File: src/hw/cacc_pkg.sv
/* cacc package with width typedefs, format constants
   and the structs passed between pipeline stages */
package cacc_pkg;

  // ====================
  // widths
  // ====================
  // product operand, bias 30, mantissa not normalized
  typedef logic [5:0]  data_expo_t;
  typedef logic [37:0] data_mant_t;
  // partial sum operand, bias 63, mantissa normalized
  typedef logic [7:0]  op_expo_t;
  typedef logic [39:0] op_mant_t;
  // guard, round, sticky of the shifted-out operand
  typedef logic [2:0]  cut_t;
  // normalized sum, then guard and sticky
  typedef logic [41:0] msum_t;
  typedef logic [5:0]  lead_cnt_t;
  typedef logic [31:0] fp32_t;

  // ====================
  // format constants
  // ====================
  // rebias 30 to 63 plus the binary point move of the product
  localparam int DATA_EXPO_OFFSET = 47;
  // rebias 63 to 127
  localparam int FP32_EXPO_OFFSET = 64;
  localparam int ALIGN_W          = 40;
  // 41 bit sum with the 3 cut bits below
  localparam int SUM_LSD_W        = 44;
  // product mantissa without its two top sign copies
  localparam int DATA_LSD_W       = 36;

  // ====================
  // stage structs
  // ====================
  typedef struct packed {
    logic     vld;
    logic     sel;
    op_mant_t data_mant;
    op_mant_t op_mant;
    cut_t     cut;
    op_expo_t expo;
  } align_stage_t;

  typedef struct packed {
    logic     vld;
    logic     sel;
    op_expo_t expo;
    msum_t    msum;
  } sum_stage_t;

  // also the layout of the partial sum ports
  typedef struct packed {
    op_expo_t expo;
    op_mant_t mant;
  } partial_t;

endpackage

File: src/hw/cacc_align.sv
/* stage 1: product exponent scaling, alignment of both
   mantissas to the larger exponent, cut bits of the smaller one */
`timescale 1ns/1ps

module cacc_align (
  input  logic                   nvdla_core_clk,
  input  logic                   nvdla_core_rstn,
  input  logic                   in_valid,
  input  logic                   in_sel,
  input  logic [43:0]            in_data,
  input  cacc_pkg::partial_t     op,
  output cacc_pkg::align_stage_t align
);

  import cacc_pkg::*;

  data_expo_t            d_expn;
  data_mant_t            d_mant_pre;
  logic [DATA_LSD_W-1:0] d_mant;
  logic [DATA_LSD_W-1:0] d_manm;
  lead_cnt_t             d_lead;
  logic                  d_zero;
  logic                  o_zero;
  op_expo_t              d_expm;
  op_expo_t              d_expo;
  op_expo_t              o_expo;
  op_expo_t              max_expo;
  op_expo_t              d_shift_n;
  op_expo_t              o_shift_n;
  op_mant_t              d_ext;
  logic [2*ALIGN_W-1:0]  d_shift_all;
  logic [2*ALIGN_W-1:0]  o_shift_all;
  op_mant_t              d_aligned;
  op_mant_t              o_aligned;
  cut_t                  d_cut;
  cut_t                  o_cut;
  cut_t                  cut_nxt;
  logic                  vld_q;
  logic                  sel_q;
  op_mant_t              d_mant_q;
  op_mant_t              o_mant_q;
  cut_t                  cut_q;
  op_expo_t              expo_q;

  // ====================
  // product split
  // ====================
  assign d_expn     = in_data[43:38];
  assign d_mant_pre = in_data[37:0];
  // top three bits are sign copies, search only the low 36
  assign d_mant     = d_mant_pre[DATA_LSD_W-1:0];
  assign d_zero     = ~(|d_mant_pre);
  assign o_zero     = ~(|op.mant);

  cacc_lsd #(.LSD_W(DATA_LSD_W)) u_lsd (.a(d_mant), .enc(d_lead));

  // normalize product, exponent onto the 63 bias
  assign d_expm = op_expo_t'(d_expn) + op_expo_t'(DATA_EXPO_OFFSET) - op_expo_t'(d_lead);
  assign d_manm = d_mant << d_lead;
  assign d_expo = d_zero ? '0 : d_expm;
  assign o_expo = o_zero ? '0 : op.expo;

  // ====================
  // align to max exponent
  // ====================
  assign max_expo  = (d_expo > o_expo) ? d_expo : o_expo;
  assign d_shift_n = max_expo - d_expo;
  assign o_shift_n = max_expo - o_expo;
  // four zero bits below the product mantissa
  assign d_ext     = {d_manm, 4'b0};

  // upper half is the aligned value, lower half the bits cut off
  assign d_shift_all = $signed({d_ext, {ALIGN_W{1'b0}}}) >>> d_shift_n;
  assign o_shift_all = $signed({op.mant, {ALIGN_W{1'b0}}}) >>> o_shift_n;

  // far shifts saturate to sign fill
  assign d_aligned = (d_shift_n >= ALIGN_W) ? {ALIGN_W{d_ext[ALIGN_W-1]}}
                                            : d_shift_all[2*ALIGN_W-1:ALIGN_W];
  assign o_aligned = (o_shift_n >= ALIGN_W) ? {ALIGN_W{op.mant[ALIGN_W-1]}}
                                            : o_shift_all[2*ALIGN_W-1:ALIGN_W];

  // guard, round, then or of the rest
  assign d_cut   = {d_shift_all[ALIGN_W-1:ALIGN_W-2], |d_shift_all[ALIGN_W-3:0]};
  assign o_cut   = {o_shift_all[ALIGN_W-1:ALIGN_W-2], |o_shift_all[ALIGN_W-3:0]};
  // only the smaller operand loses bits
  assign cut_nxt = (d_expo > o_expo) ? o_cut : (d_expo < o_expo) ? d_cut : '0;

  always_ff @(posedge nvdla_core_clk or negedge nvdla_core_rstn) begin
    if (!nvdla_core_rstn) begin
      vld_q <= 1'b0;
      sel_q <= 1'b0;
    end else begin
      vld_q <= in_valid;
      sel_q <= in_valid & in_sel;
    end
  end

  always_ff @(posedge nvdla_core_clk) begin
    if (in_valid) begin
      d_mant_q <= d_aligned;
      o_mant_q <= o_aligned;
      cut_q    <= cut_nxt;
      expo_q   <= max_expo;
    end
  end

  assign align.vld       = vld_q;
  assign align.sel       = sel_q;
  assign align.data_mant = d_mant_q;
  assign align.op_mant   = o_mant_q;
  assign align.cut       = cut_q;
  assign align.expo      = expo_q;

endmodule

File: src/hw/cacc_calc_fp48.sv
/* fp48 partial sum pipeline top, operand mask and stage chain */
`timescale 1ns/1ps

module cacc_calc_fp48 (
  input  logic               nvdla_core_clk,
  input  logic               nvdla_core_rstn,
  input  logic [43:0]        in_data,
  input  cacc_pkg::partial_t in_op,
  input  logic               in_op_valid,
  input  logic               in_sel,
  input  logic               in_valid,
  output cacc_pkg::fp32_t    out_final_data,
  output logic               out_final_valid,
  output cacc_pkg::partial_t out_partial_data,
  output logic               out_partial_valid
);

  import cacc_pkg::*;

  partial_t     op_masked;
  align_stage_t align;
  sum_stage_t   msum;
  logic         final_pending;

  // no stored sum yet means add to zero
  assign op_masked = in_op_valid ? in_op : '0;

  // ====================
  // stage chain
  // ====================
  cacc_align u_align (
    .nvdla_core_clk  (nvdla_core_clk),
    .nvdla_core_rstn (nvdla_core_rstn),
    .in_valid        (in_valid),
    .in_sel          (in_sel),
    .in_data         (in_data),
    .op              (op_masked),
    .align           (align)
  );

  cacc_sum_nmlz u_sum_nmlz (
    .nvdla_core_clk  (nvdla_core_clk),
    .nvdla_core_rstn (nvdla_core_rstn),
    .align           (align),
    .msum            (msum)
  );

  // partial sum register also feeds the fp32 stage
  cacc_round u_round (
    .nvdla_core_clk    (nvdla_core_clk),
    .nvdla_core_rstn   (nvdla_core_rstn),
    .msum              (msum),
    .out_partial_data  (out_partial_data),
    .out_partial_valid (out_partial_valid),
    .final_pending     (final_pending)
  );

  cacc_fp32_cvt u_fp32_cvt (
    .nvdla_core_clk  (nvdla_core_clk),
    .nvdla_core_rstn (nvdla_core_rstn),
    .partial         (out_partial_data),
    .final_pending   (final_pending),
    .out_final_data  (out_final_data),
    .out_final_valid (out_final_valid)
  );

endmodule

File: src/hw/cacc_fp32_cvt.sv
/* stage 4: partial sum to sign-magnitude, 24 bit round
   and rebias into the registered fp32 word */
`timescale 1ns/1ps

module cacc_fp32_cvt (
  input  logic               nvdla_core_clk,
  input  logic               nvdla_core_rstn,
  input  cacc_pkg::partial_t partial,
  input  logic               final_pending,
  output cacc_pkg::fp32_t    out_final_data,
  output logic               out_final_valid
);

  import cacc_pkg::*;

  logic        p_sign;
  logic [38:0] p_umant;
  logic        p_neg2;
  logic        p_zero;
  logic [38:0] mant_abs;
  logic [23:0] mant_effect;
  logic        point5;
  logic        mant_carry;
  logic [24:0] mant_round;
  logic [22:0] mant_nmlz;
  op_expo_t    expo_round;
  op_expo_t    expo_nmlz;
  fp32_t       fp32_result;

  assign p_sign  = partial.mant[ALIGN_W-1];
  assign p_umant = partial.mant[ALIGN_W-2:0];
  // exactly -2, magnitude overflows the 39 bits
  assign p_neg2  = p_sign & ~(|p_umant);
  assign p_zero  = ~(|partial.mant);

  // ====================
  // magnitude and round
  // ====================
  assign mant_abs    = p_sign ? (~p_umant + 39'd1) : p_umant;
  assign mant_effect = mant_abs[38:15];
  assign point5      = mant_abs[14];
  assign mant_carry  = (&mant_effect) & point5;
  assign mant_round  = {1'b0, mant_effect} + {24'b0, point5};
  // hidden bit dropped, carry shifts right
  assign mant_nmlz   = mant_carry ? mant_round[23:1] : mant_round[22:0];

  // rebias, plus one for carry or the -2 case
  assign expo_round  = partial.expo + op_expo_t'(FP32_EXPO_OFFSET)
                     + op_expo_t'(mant_carry | p_neg2);
  assign expo_nmlz   = p_zero ? '0 : expo_round;
  assign fp32_result = {p_sign, expo_nmlz, mant_nmlz};

  always_ff @(posedge nvdla_core_clk or negedge nvdla_core_rstn) begin
    if (!nvdla_core_rstn) begin
      out_final_valid <= 1'b0;
    end else begin
      out_final_valid <= final_pending;
    end
  end

  always_ff @(posedge nvdla_core_clk) begin
    if (final_pending) begin
      out_final_data <= fp32_result;
    end
  end

endmodule

File: src/hw/cacc_lsd.sv
/* leading sign detector, returns the count of redundant sign bits */
`timescale 1ns/1ps

module cacc_lsd #(
  parameter int LSD_W = 36
) (
  input  logic [LSD_W-1:0]    a,
  output cacc_pkg::lead_cnt_t enc
);

  import cacc_pkg::*;

  // priority search from msb-1 down
  // the last hit in the loop is the highest differing bit
  always_comb begin
    // all bits equal to the sign
    enc = lead_cnt_t'(LSD_W - 1);
    for (int i = 0; i < LSD_W - 1; i++) begin
      if (a[i] != a[LSD_W-1]) begin
        enc = lead_cnt_t'(LSD_W - 2 - i);
      end
    end
  end

endmodule

File: src/hw/cacc_round.sv
/* stage 3: round to nearest, carry renormalize,
   partial sum register and final pending flag */
`timescale 1ns/1ps

module cacc_round (
  input  logic                 nvdla_core_clk,
  input  logic                 nvdla_core_rstn,
  input  cacc_pkg::sum_stage_t msum,
  output cacc_pkg::partial_t   out_partial_data,
  output logic                 out_partial_valid,
  output logic                 final_pending
);

  import cacc_pkg::*;

  logic             sum_sign;
  op_mant_t         sum_effect;
  logic             sum_guard;
  logic             sum_stick;
  logic             point5;
  logic [ALIGN_W:0] sum_round;
  logic             carry_pos;
  logic             carry_neg;
  logic [ALIGN_W:0] nmlz_tmp;
  op_mant_t         mant_nmlz;
  logic             mant_zero;
  op_expo_t         expo_nmlz;
  op_expo_t         expo_nxt;
  op_expo_t         expo_q;
  op_mant_t         mant_q;

  assign sum_sign   = msum.msum[41];
  assign sum_effect = msum.msum[41:2];
  assign sum_guard  = msum.msum[1];
  assign sum_stick  = msum.msum[0];

  // ====================
  // round
  // ====================
  // ties go up for positive values only
  assign point5    = sum_guard & (~sum_sign | sum_stick);
  assign sum_round = {sum_sign, sum_effect} + {{ALIGN_W{1'b0}}, point5};

  // 01.111..1 rounds into 10.000..0
  assign carry_pos = ~sum_sign & (&sum_effect[ALIGN_W-2:0]) & point5;
  // 10.111..1 rounds into 11.000..0, one redundant sign
  assign carry_neg = sum_sign & ~sum_effect[ALIGN_W-2] & (&sum_effect[ALIGN_W-3:0]) & point5;

  assign nmlz_tmp  = carry_neg ? {sum_round[ALIGN_W-1:0], 1'b0}
                   : carry_pos ? {sum_round[ALIGN_W], sum_round[ALIGN_W:1]}
                   : sum_round;
  assign mant_nmlz = nmlz_tmp[ALIGN_W-1:0];
  assign mant_zero = ~(|mant_nmlz);

  assign expo_nmlz = carry_neg ? (msum.expo - 8'd1) : (msum.expo + op_expo_t'(carry_pos));
  // zero keeps a clean exponent
  assign expo_nxt  = mant_zero ? '0 : expo_nmlz;

  always_ff @(posedge nvdla_core_clk or negedge nvdla_core_rstn) begin
    if (!nvdla_core_rstn) begin
      out_partial_valid <= 1'b0;
      final_pending     <= 1'b0;
    end else begin
      out_partial_valid <= msum.vld & ~msum.sel;
      final_pending     <= msum.vld & msum.sel;
    end
  end

  always_ff @(posedge nvdla_core_clk) begin
    if (msum.vld) begin
      expo_q <= expo_nxt;
      mant_q <= mant_nmlz;
    end
  end

  assign out_partial_data.expo = expo_q;
  assign out_partial_data.mant = mant_q;

endmodule

File: src/hw/cacc_sum_nmlz.sv
/* stage 2: add of the aligned mantissas, normalize by
   leading sign count, tail folded into guard and sticky */
`timescale 1ns/1ps

module cacc_sum_nmlz (
  input  logic                   nvdla_core_clk,
  input  logic                   nvdla_core_rstn,
  input  cacc_pkg::align_stage_t align,
  output cacc_pkg::sum_stage_t   msum
);

  import cacc_pkg::*;

  logic [ALIGN_W:0]          mant_sum;
  logic [SUM_LSD_W-1:0]      sum_total;
  lead_cnt_t                 lead;
  op_expo_t                  expo_nrml;
  logic signed [SUM_LSD_W:0] sum_comp;
  logic signed [SUM_LSD_W:0] sum_scmp;
  msum_t                     sum_ncmp;
  logic                      vld_q;
  logic                      sel_q;
  op_expo_t                  expo_q;
  msum_t                     msum_q;

  // ====================
  // add
  // ====================
  // one extra bit for the carry
  assign mant_sum  = {align.data_mant[ALIGN_W-1], align.data_mant}
                   + {align.op_mant[ALIGN_W-1], align.op_mant};
  assign sum_total = {mant_sum, align.cut};

  cacc_lsd #(.LSD_W(SUM_LSD_W)) u_lsd (.a(sum_total), .enc(lead));

  // ====================
  // normalize
  // ====================
  // sum carries one int bit more than the aligned format
  assign expo_nrml = align.expo + 8'd1 - op_expo_t'(lead);

  // spare zero at the bottom so a carry can shift right
  assign sum_comp = {sum_total, 1'b0};
  assign sum_scmp = (|lead) ? (sum_comp <<< (lead - 6'd1)) : (sum_comp >>> 1);
  // 41 kept bits, low three into sticky
  assign sum_ncmp = {sum_scmp[SUM_LSD_W-1:3], |sum_scmp[2:0]};

  always_ff @(posedge nvdla_core_clk or negedge nvdla_core_rstn) begin
    if (!nvdla_core_rstn) begin
      vld_q <= 1'b0;
      sel_q <= 1'b0;
    end else begin
      vld_q <= align.vld;
      sel_q <= align.vld & align.sel;
    end
  end

  always_ff @(posedge nvdla_core_clk) begin
    if (align.vld) begin
      expo_q <= expo_nrml;
      msum_q <= sum_ncmp;
    end
  end

  assign msum.vld  = vld_q;
  assign msum.sel  = sel_q;
  assign msum.expo = expo_q;
  assign msum.msum = msum_q;

endmodule

File: config.mk
export PLATFORM = sky130hd
export DESIGN_NAME = cacc_calc_fp48
export DESIGN_NICKNAME = d
export VERILOG_FILES = /design/src/hw/cacc_pkg.sv /design/src/hw/cacc_align.sv /design/src/hw/cacc_calc_fp48.sv /design/src/hw/cacc_fp32_cvt.sv /design/src/hw/cacc_lsd.sv /design/src/hw/cacc_round.sv /design/src/hw/cacc_sum_nmlz.sv
export SDC_FILE = /design/constraint.sdc
export NUM_CORES = 1
export LEC_CHECK = 0
export BUFFER_PORTS_ARGS = -buffer_cell sky130_fd_sc_hd__buf_2
export CAP_MARGIN = 30
export CORE_AREA = 2 2 276 278
export DETAILED_ROUTE_END_ITERATION = 10
export DIE_AREA = 0 0 278 280
export GPL_ROUTABILITY_DRIVEN = 0
export PLACE_DENSITY = 0.61
export SLEW_MARGIN = 20
export SYNTH_ARGS = -nofsm -noshare
export SYNTH_HDL_FRONTEND = slang
export SYNTH_SLANG_ARGS = --single-unit
File: constraint.sdc
create_clock -name nvdla_core_clk -period 5.9 [get_ports nvdla_core_clk]
set_input_delay 1.475 -clock nvdla_core_clk [delete_from_list [all_inputs] [get_ports nvdla_core_clk]]
set_output_delay 1.475 -clock nvdla_core_clk [all_outputs]
set_load 0.01 [all_outputs]
Word level (Yosys, flattened, before mapping) --
Index checks and enable logic that the tools add are counted.
Storage, ports and cells: bits of input ports 97, register bits 228, logic and storage cells 241, output and inout bits 82
Operators by class: bitwise operators 19, add/sub/neg operators 15, reduce and logical (&&, ||, !) cells 12, muxes and demuxes 92, shift-type cells 4, magnitude comparators 4, eq/ne operators 78
Operator list (number):
- 2-to-1 mux 6 bit | 76
- 2-to-1 mux 40 bit | 4
- >>> shifter 80 x 8 -> 80 bit | 2
- OR reduction 40 bit | 3
- OR reduction 38 bit | 3
- inequality test 1 bit | 78
- 2-to-1 mux 48 bit | 1
- <<< shifter 45 x 6 -> 44 bit | 1
- 2-to-1 mux 44 bit | 1
- adder 40 x 2 -> 41 bit | 1
- adder 40 x 40 -> 41 bit | 1
- adder 39 x 1 -> 39 bit (second input constant) | 1
- 2-to-1 mux 39 bit | 1
- inverter 39 bit | 1
- AND reduction 39 bit | 1
- OR reduction 39 bit | 1
- AND reduction 38 bit | 1
- << shifter 36 x 6 -> 36 bit | 1
- 2-to-1 mux 8 bit | 4
- adder 24 x 1 -> 24 bit | 1
- AND reduction 24 bit | 1
- 2-to-1 mux 23 bit | 1
- greater-or-equal comparator 8 x 6 -> 1 bit (second input constant) | 2
- subtractor 8 x 6 -> 8 bit | 2
- 17 further kinds | 35

Logic depth before layout (Yosys ltp) --
word-level depth 49, gate-level depth with buffers 56, gate-level depth less buffers 46

By module --
A second synthesis with hierarchy kept.
Second synthesis, totals: cells, all modules 3736, area, all modules 29978.8 µm²
Modules (own cells, without submodules):
- cacc_align | area an instance 12842.3 µm², sequential area each 2782.7 µm², cells each 1547, times used 1
- cacc_sum_nmlz | area an instance 8155.3 µm², sequential area each 1551.5 µm², cells each 1056, times used 1
- cacc_round | area an instance 3677.3 µm², sequential area each 1491.4 µm², cells each 393, times used 1
- cacc_fp32_cvt | area an instance 2920.3 µm², sequential area each 985.9 µm², cells each 336, times used 1
- cacc_lsd (u_sum_nmlz.u_lsd) | area an instance 1119.8 µm², sequential area each 0.0 µm², cells each 194, times used 1
- cacc_lsd (u_align.u_lsd) | area an instance 893.4 µm², sequential area each 0.0 µm², cells each 157, times used 1
- cacc_calc_fp48 | area an instance 370.4 µm², sequential area each 0.0 µm², cells each 53, times used 1

Least setup slack after synthesis --
OpenSTA, ideal clock, no wires.
path type input-to-reg, start point input in_data[35], end point register u_align.cut_q[0] (data pin), data required time 5.641 ns, arrival 11.451 ns, setup slack -5.810 ns, library setup time 0.259 ns, path buffers 10, stages on the path 55, path through buf_6 > inv_1 > ha_1 > clkbuf_1 > nand4b_1 > a311o_1 > clkbuf_2 > a21oi_1 > a21oi_4 > inv_2 > buf_6 > buf_2 > ha_1 > inv_1 > fa_1 > nand2_1 > inv_1 > ha_1 > [19 not listed] > buf_1 > mux2i_1 > nand2_1 > o211a_1 > o21ai_0 > nor2_1 > nor2_1 > mux2i_1 > nor4_1 > and4_1 > nand4_1 > a21oi_1 > a31oi_1 > o22ai_1 > a21oi_1 > o21ai_0 > nand4_1 > o31a_1
Between the ends: word-level cells in the longest chain between the ends 45, elaborated cells on any way between the ends 85, those cells by class 3 x add/sub; 2 x order compare; 35 x eq/ne; 3 x shift; 39 x mux; 3 x reduce/logical
RTL lines:
- start, declared | line cacc_calc_fp48.sv:7 | input logic [43:0] in_data,
- inequality test 1 bit | line cacc_lsd.sv:19 | if (a[i] != a[LSD_W-1]) begin
- 2-to-1 mux 1 bit | line cacc_lsd.sv:19
- 2-to-1 mux 6 bit (34 in a row) | line cacc_lsd.sv:19
- subtractor 8 x 6 -> 8 bit | line cacc_align.sv:58 | assign d_expm = op_expo_t'(d_expn) + op_expo_t'(DATA_EXPO_OFFSET) - op_expo_t'(d_lead);
- 2-to-1 mux 8 bit (*) | line cacc_align.sv:60 | assign d_expo = d_zero ? '0 : d_expm;
- greater-than comparator 8 bit | line cacc_align.sv:66 | assign max_expo = (d_expo > o_expo) ? d_expo : o_expo;
- 2-to-1 mux 8 bit (*) | line cacc_align.sv:66
- via u_align.max_expo[0] | line cacc_align.sv:27 | op_expo_t max_expo;
- subtractor 8 bit | line cacc_align.sv:67 | assign d_shift_n = max_expo - d_expo;
- >>> shifter 80 x 8 -> 80 bit | line cacc_align.sv:73 | assign d_shift_all = $signed({d_ext, {ALIGN_W{1'b0}}}) >>> d_shift_n;
- OR reduction 38 bit | line cacc_align.sv:83 | assign d_cut = {d_shift_all[ALIGN_W-1:ALIGN_W-2], |d_shift_all[ALIGN_W-3:0]};
- 2-to-1 mux 3 bit | line cacc_align.sv:86 | assign cut_nxt = (d_expo > o_expo) ? o_cut : (d_expo < o_expo) ? d_cut : '0;
- 2-to-1 mux 3 bit (*) | line cacc_align.sv:86
- via u_align.cut_nxt[0] | line cacc_align.sv:37 | cut_t cut_nxt;
- end signal, assigned | line cacc_align.sv:102 | cut_q <= cut_nxt;
- end, declared | line cacc_align.sv:42 | cut_t cut_q;
Mark *: on every way through the listed nets, which the timed path passes. The rest lies on a longest branch. A chain may end at the register's enable or synchronous reset.

Final worst setup path --
Same ends and word-level chain as after synthesis.

==> impl_metrics.toml <==
[global_route]
grt_pass1_wl_um = 185700
grt_pass1_vias = 33339
track_usage_pct = 29.57
grt_overflow_total = 0
antenna_found_initial = 2
grt_max_degree = 67

[floorplanning]
die_w_um = 278
pin_count = 179
die_y_um = 280
initial_core_util_pct = 38.47
rows = 101
dieArea_um2 = 77840
core_area_um2 = 75190

[worst_setup_path]
cp_max_fo = 8
worstPathArrival_ns = 9.46
required_ns = 6.21
cp_slowest_cell = "fa_2"
critPathMaxStageDelay_ns = 0.60
start_kind = "primary input"
path_class = "primary input to flip-flop"
end_kind = "flip-flop"

[place]
io_buffers = 178
placed_area_um2 = 39180
dp_slack_ns = -4.173
hpwl_um = 97510

[sta]
finalSetupViolCount = 81
finalCritPeriodShare_pct = 155.2
tightest_slew_ns = 0.9340
slew_headroom_pct = 37.54
hold_violations = 0
whs_ns = 0.4172
drv_slew = 0
setup_slack_ns = -3.259
finClkSkew_ns = 0.03105
rsz0062_at_grt = "true"
max_freq_ghz = 0.1092
fin_crit_ns = 9.159

[run_status]
status = "finished, violations left"
violations = "negative setup slack"

[logic_synthesis]
syn_nets = 3810
synth-xor-area-share_pct = 5.147
synth_mux_area_share_pct = 10.31
synth.distinct_cells = 128
synth_top_area_share_pct = 22.94
syn_area_per_cell_um2 = 8.006
yosysWarnings = 0
synth_compound_area_share_pct = 29.51
syn_area_um2 = 28930
ys_seq_area_share_pct = 23.55
ys_ff_latch = 228
synth_most_common_cell = "nand2_1"
synthArstFlopShare_pct = 3.070
synth_flop_cell = "edfxtp_1"
synth_edf_count = 221
synth_top_family_by_area = "compound AO/OA/AOI/OAI gates"
ys_top_cells_by_area = "edfxtp_1 23%, nand2_1 5.2%, o21ai_0 4.9%, mux2i_1 4.3%, a21oi_1 4.2%"
synth_top_cell_by_area = "edfxtp_1"
synth.top_cells.by_count = "404 x nand2_1, 292 x nor2_1, 282 x o21ai_0, 240 x a21oi_1, 221 x edfxtp_1"
syn_inst = 3613
synth_fa_ha_area_share_pct = 4.481
synth_simple_gate_area_share_pct = 22.04

[job]
maxCapViolCount = 0

[cts]
htree_levels = 1
cts.root.buffer_cell = "clkbuf_16"
cts_tree = "built"
clkSinkCount = 228
clockBufferDepth = 3
insertion_delay_ns = 0.58
cts-buffers-inserted = 27
path_clk_slew_ns = 0.06

[layout]
fin_area_um2 = 42820
area_growth_pct = 48.04
finalNetCount = 4994
drive_gt1_share_pct = 39.51
antenna_cells = 0

[route]
vias = 35607
drt_iter0_drc = 3799
drtPass1Iterations = 6
routed_via_density = 6.145
remaining_drc_errors = 0
wl_um = 123800
detail_route.wl_per_cell_um = 21.37
drt.antenna.violating_nets = 0

[worst_hold_path]
hold_class = "flip-flop to flip-flop"
-- layer usage --
metal / global-route usage [%] / share of wire [%]
met1: 38.04 / 40
met5: 0 / 0.011
met2: 49.65 / 46
met4: 11.59 / 5.2
met3: 4.721 / 8.6
-- placed cells by master, fill, tap and decap left out, drive strengths merged, types with 27 or more instances in the layout --
| cell type | count |
|---|---|
| o31ai | 33 |
| nor2 | 295 |
| mux2i | 125 |
| nor2b | 34 |
| and3 | 53 |
| o22ai | 75 |
| nand3 | 137 |
| a22oi | 30 |
| buf | 1393 |
| o21ai | 301 |
| or3 | 29 |
| a221oi | 30 |
| mux2 | 47 |
| a211oi | 56 |
| nor4 | 46 |
| clkbuf | 33 |
| inv | 91 |
| edfxtp | 221 |
| xnor2 | 93 |
| a31oi | 42 |
| a21o | 53 |
| nand2 | 409 |
| nor3 | 96 |
| mux4 | 53 |
| ha | 94 |
| xor2 | 74 |
| nand2b | 35 |
| nand4 | 67 |
| o211ai | 78 |
| a21oi | 247 |
| o221ai | 27 |
| and2 | 30 |
-- cell families after synthesis --
kind of cell	Yosys count
flops	228
mux	225
xor+xnor	167
buf+inv	335
fa+ha+maj	100
simple gates	1312
compound gates	1246
-- layout make-up --
type / instances / area [µm²]
Clock buffer: 30 / 686.9
Clock inverter: 18 / 291.5
Fill cell: 6637 / 32370
Inverter: 89 / 369.1
Multi-Input combinational cell: 3053 / 22730
Sequential cell: 228 / 6814
Tap cell: 978 / 1224
Timing Repair Buffer: 1397 / 10700
Timing Repair inverter: 1 / 6.256
-- per-stage QoR --
step	util [%]	std cells	setup TNS, ns
after global placement	52.08	5656	-239.79
after global routing	56.95	5794	-202.96
after CTS	55.65	5764	-169.71
after floorplan	-	3613	-208.88
after detailed placement	52.11	5657	-254.13
final	56.95	5794	-178.47
-- state kept, by name, summed over array words and instances, names as in the netlist --
name / cells
u_align.o_mant_q: 40
u_sum_nmlz.sel_q: 1
u_align.vld_q: 1
u_round.expo_q: 8
u_align.cut_q: 3
u_align.d_mant_q: 40
u_round.final_pending: 1
u_align.expo_q: 8
u_round.mant_q: 40
u_sum_nmlz.vld_q: 1
u_align.sel_q: 1
u_fp32_cvt.out_final_valid: 1
u_sum_nmlz.msum_q: 42
u_round.out_partial_valid: 1
u_fp32_cvt.out_final_data: 32
u_sum_nmlz.expo_q: 8
-- worst max-delay path: cells and delay by family --
family	cells	cell delay, ns
compound gates	19	3.46
fa+ha+maj	6	1.79
buf+inv	11	1.10
simple gates	10	1.10
mux	1	0.52
-- what timing repair did --
item | CTS | global route
pin swaps | 55 | 45
resized for setup | 270 | 149
hold buffers | 0 | 0
endpoints found under the setup margin | 124 | 114
cloned | 6 | 4
endpoints found under the hold margin | 0 | 0
buffers inserted | 63 | 28
-- worst paths after layout --
kind	slack [ns]	end	cells after the start	from
max	-3.26	u_align.cut_q[0]	47	in_data[35]
min	0.42	u_round.out_partial_valid	1	u_sum_nmlz.sel_q
max reg2reg	0.13	u_sum_nmlz.msum_q[31]	25	u_align.o_mant_q[0]
min reg2reg	0.42	u_round.out_partial_valid	1	u_sum_nmlz.sel_q
max in group asynchronous	5.02	u_sum_nmlz.vld_q	1	nvdla_core_rstn
min in group asynchronous	0.71	u_align.sel_q	1	nvdla_core_rstn
Power is left out: the tool's default activity adds up to more than one toggle a clock period on the data nets, which glitch-free logic cannot reach.
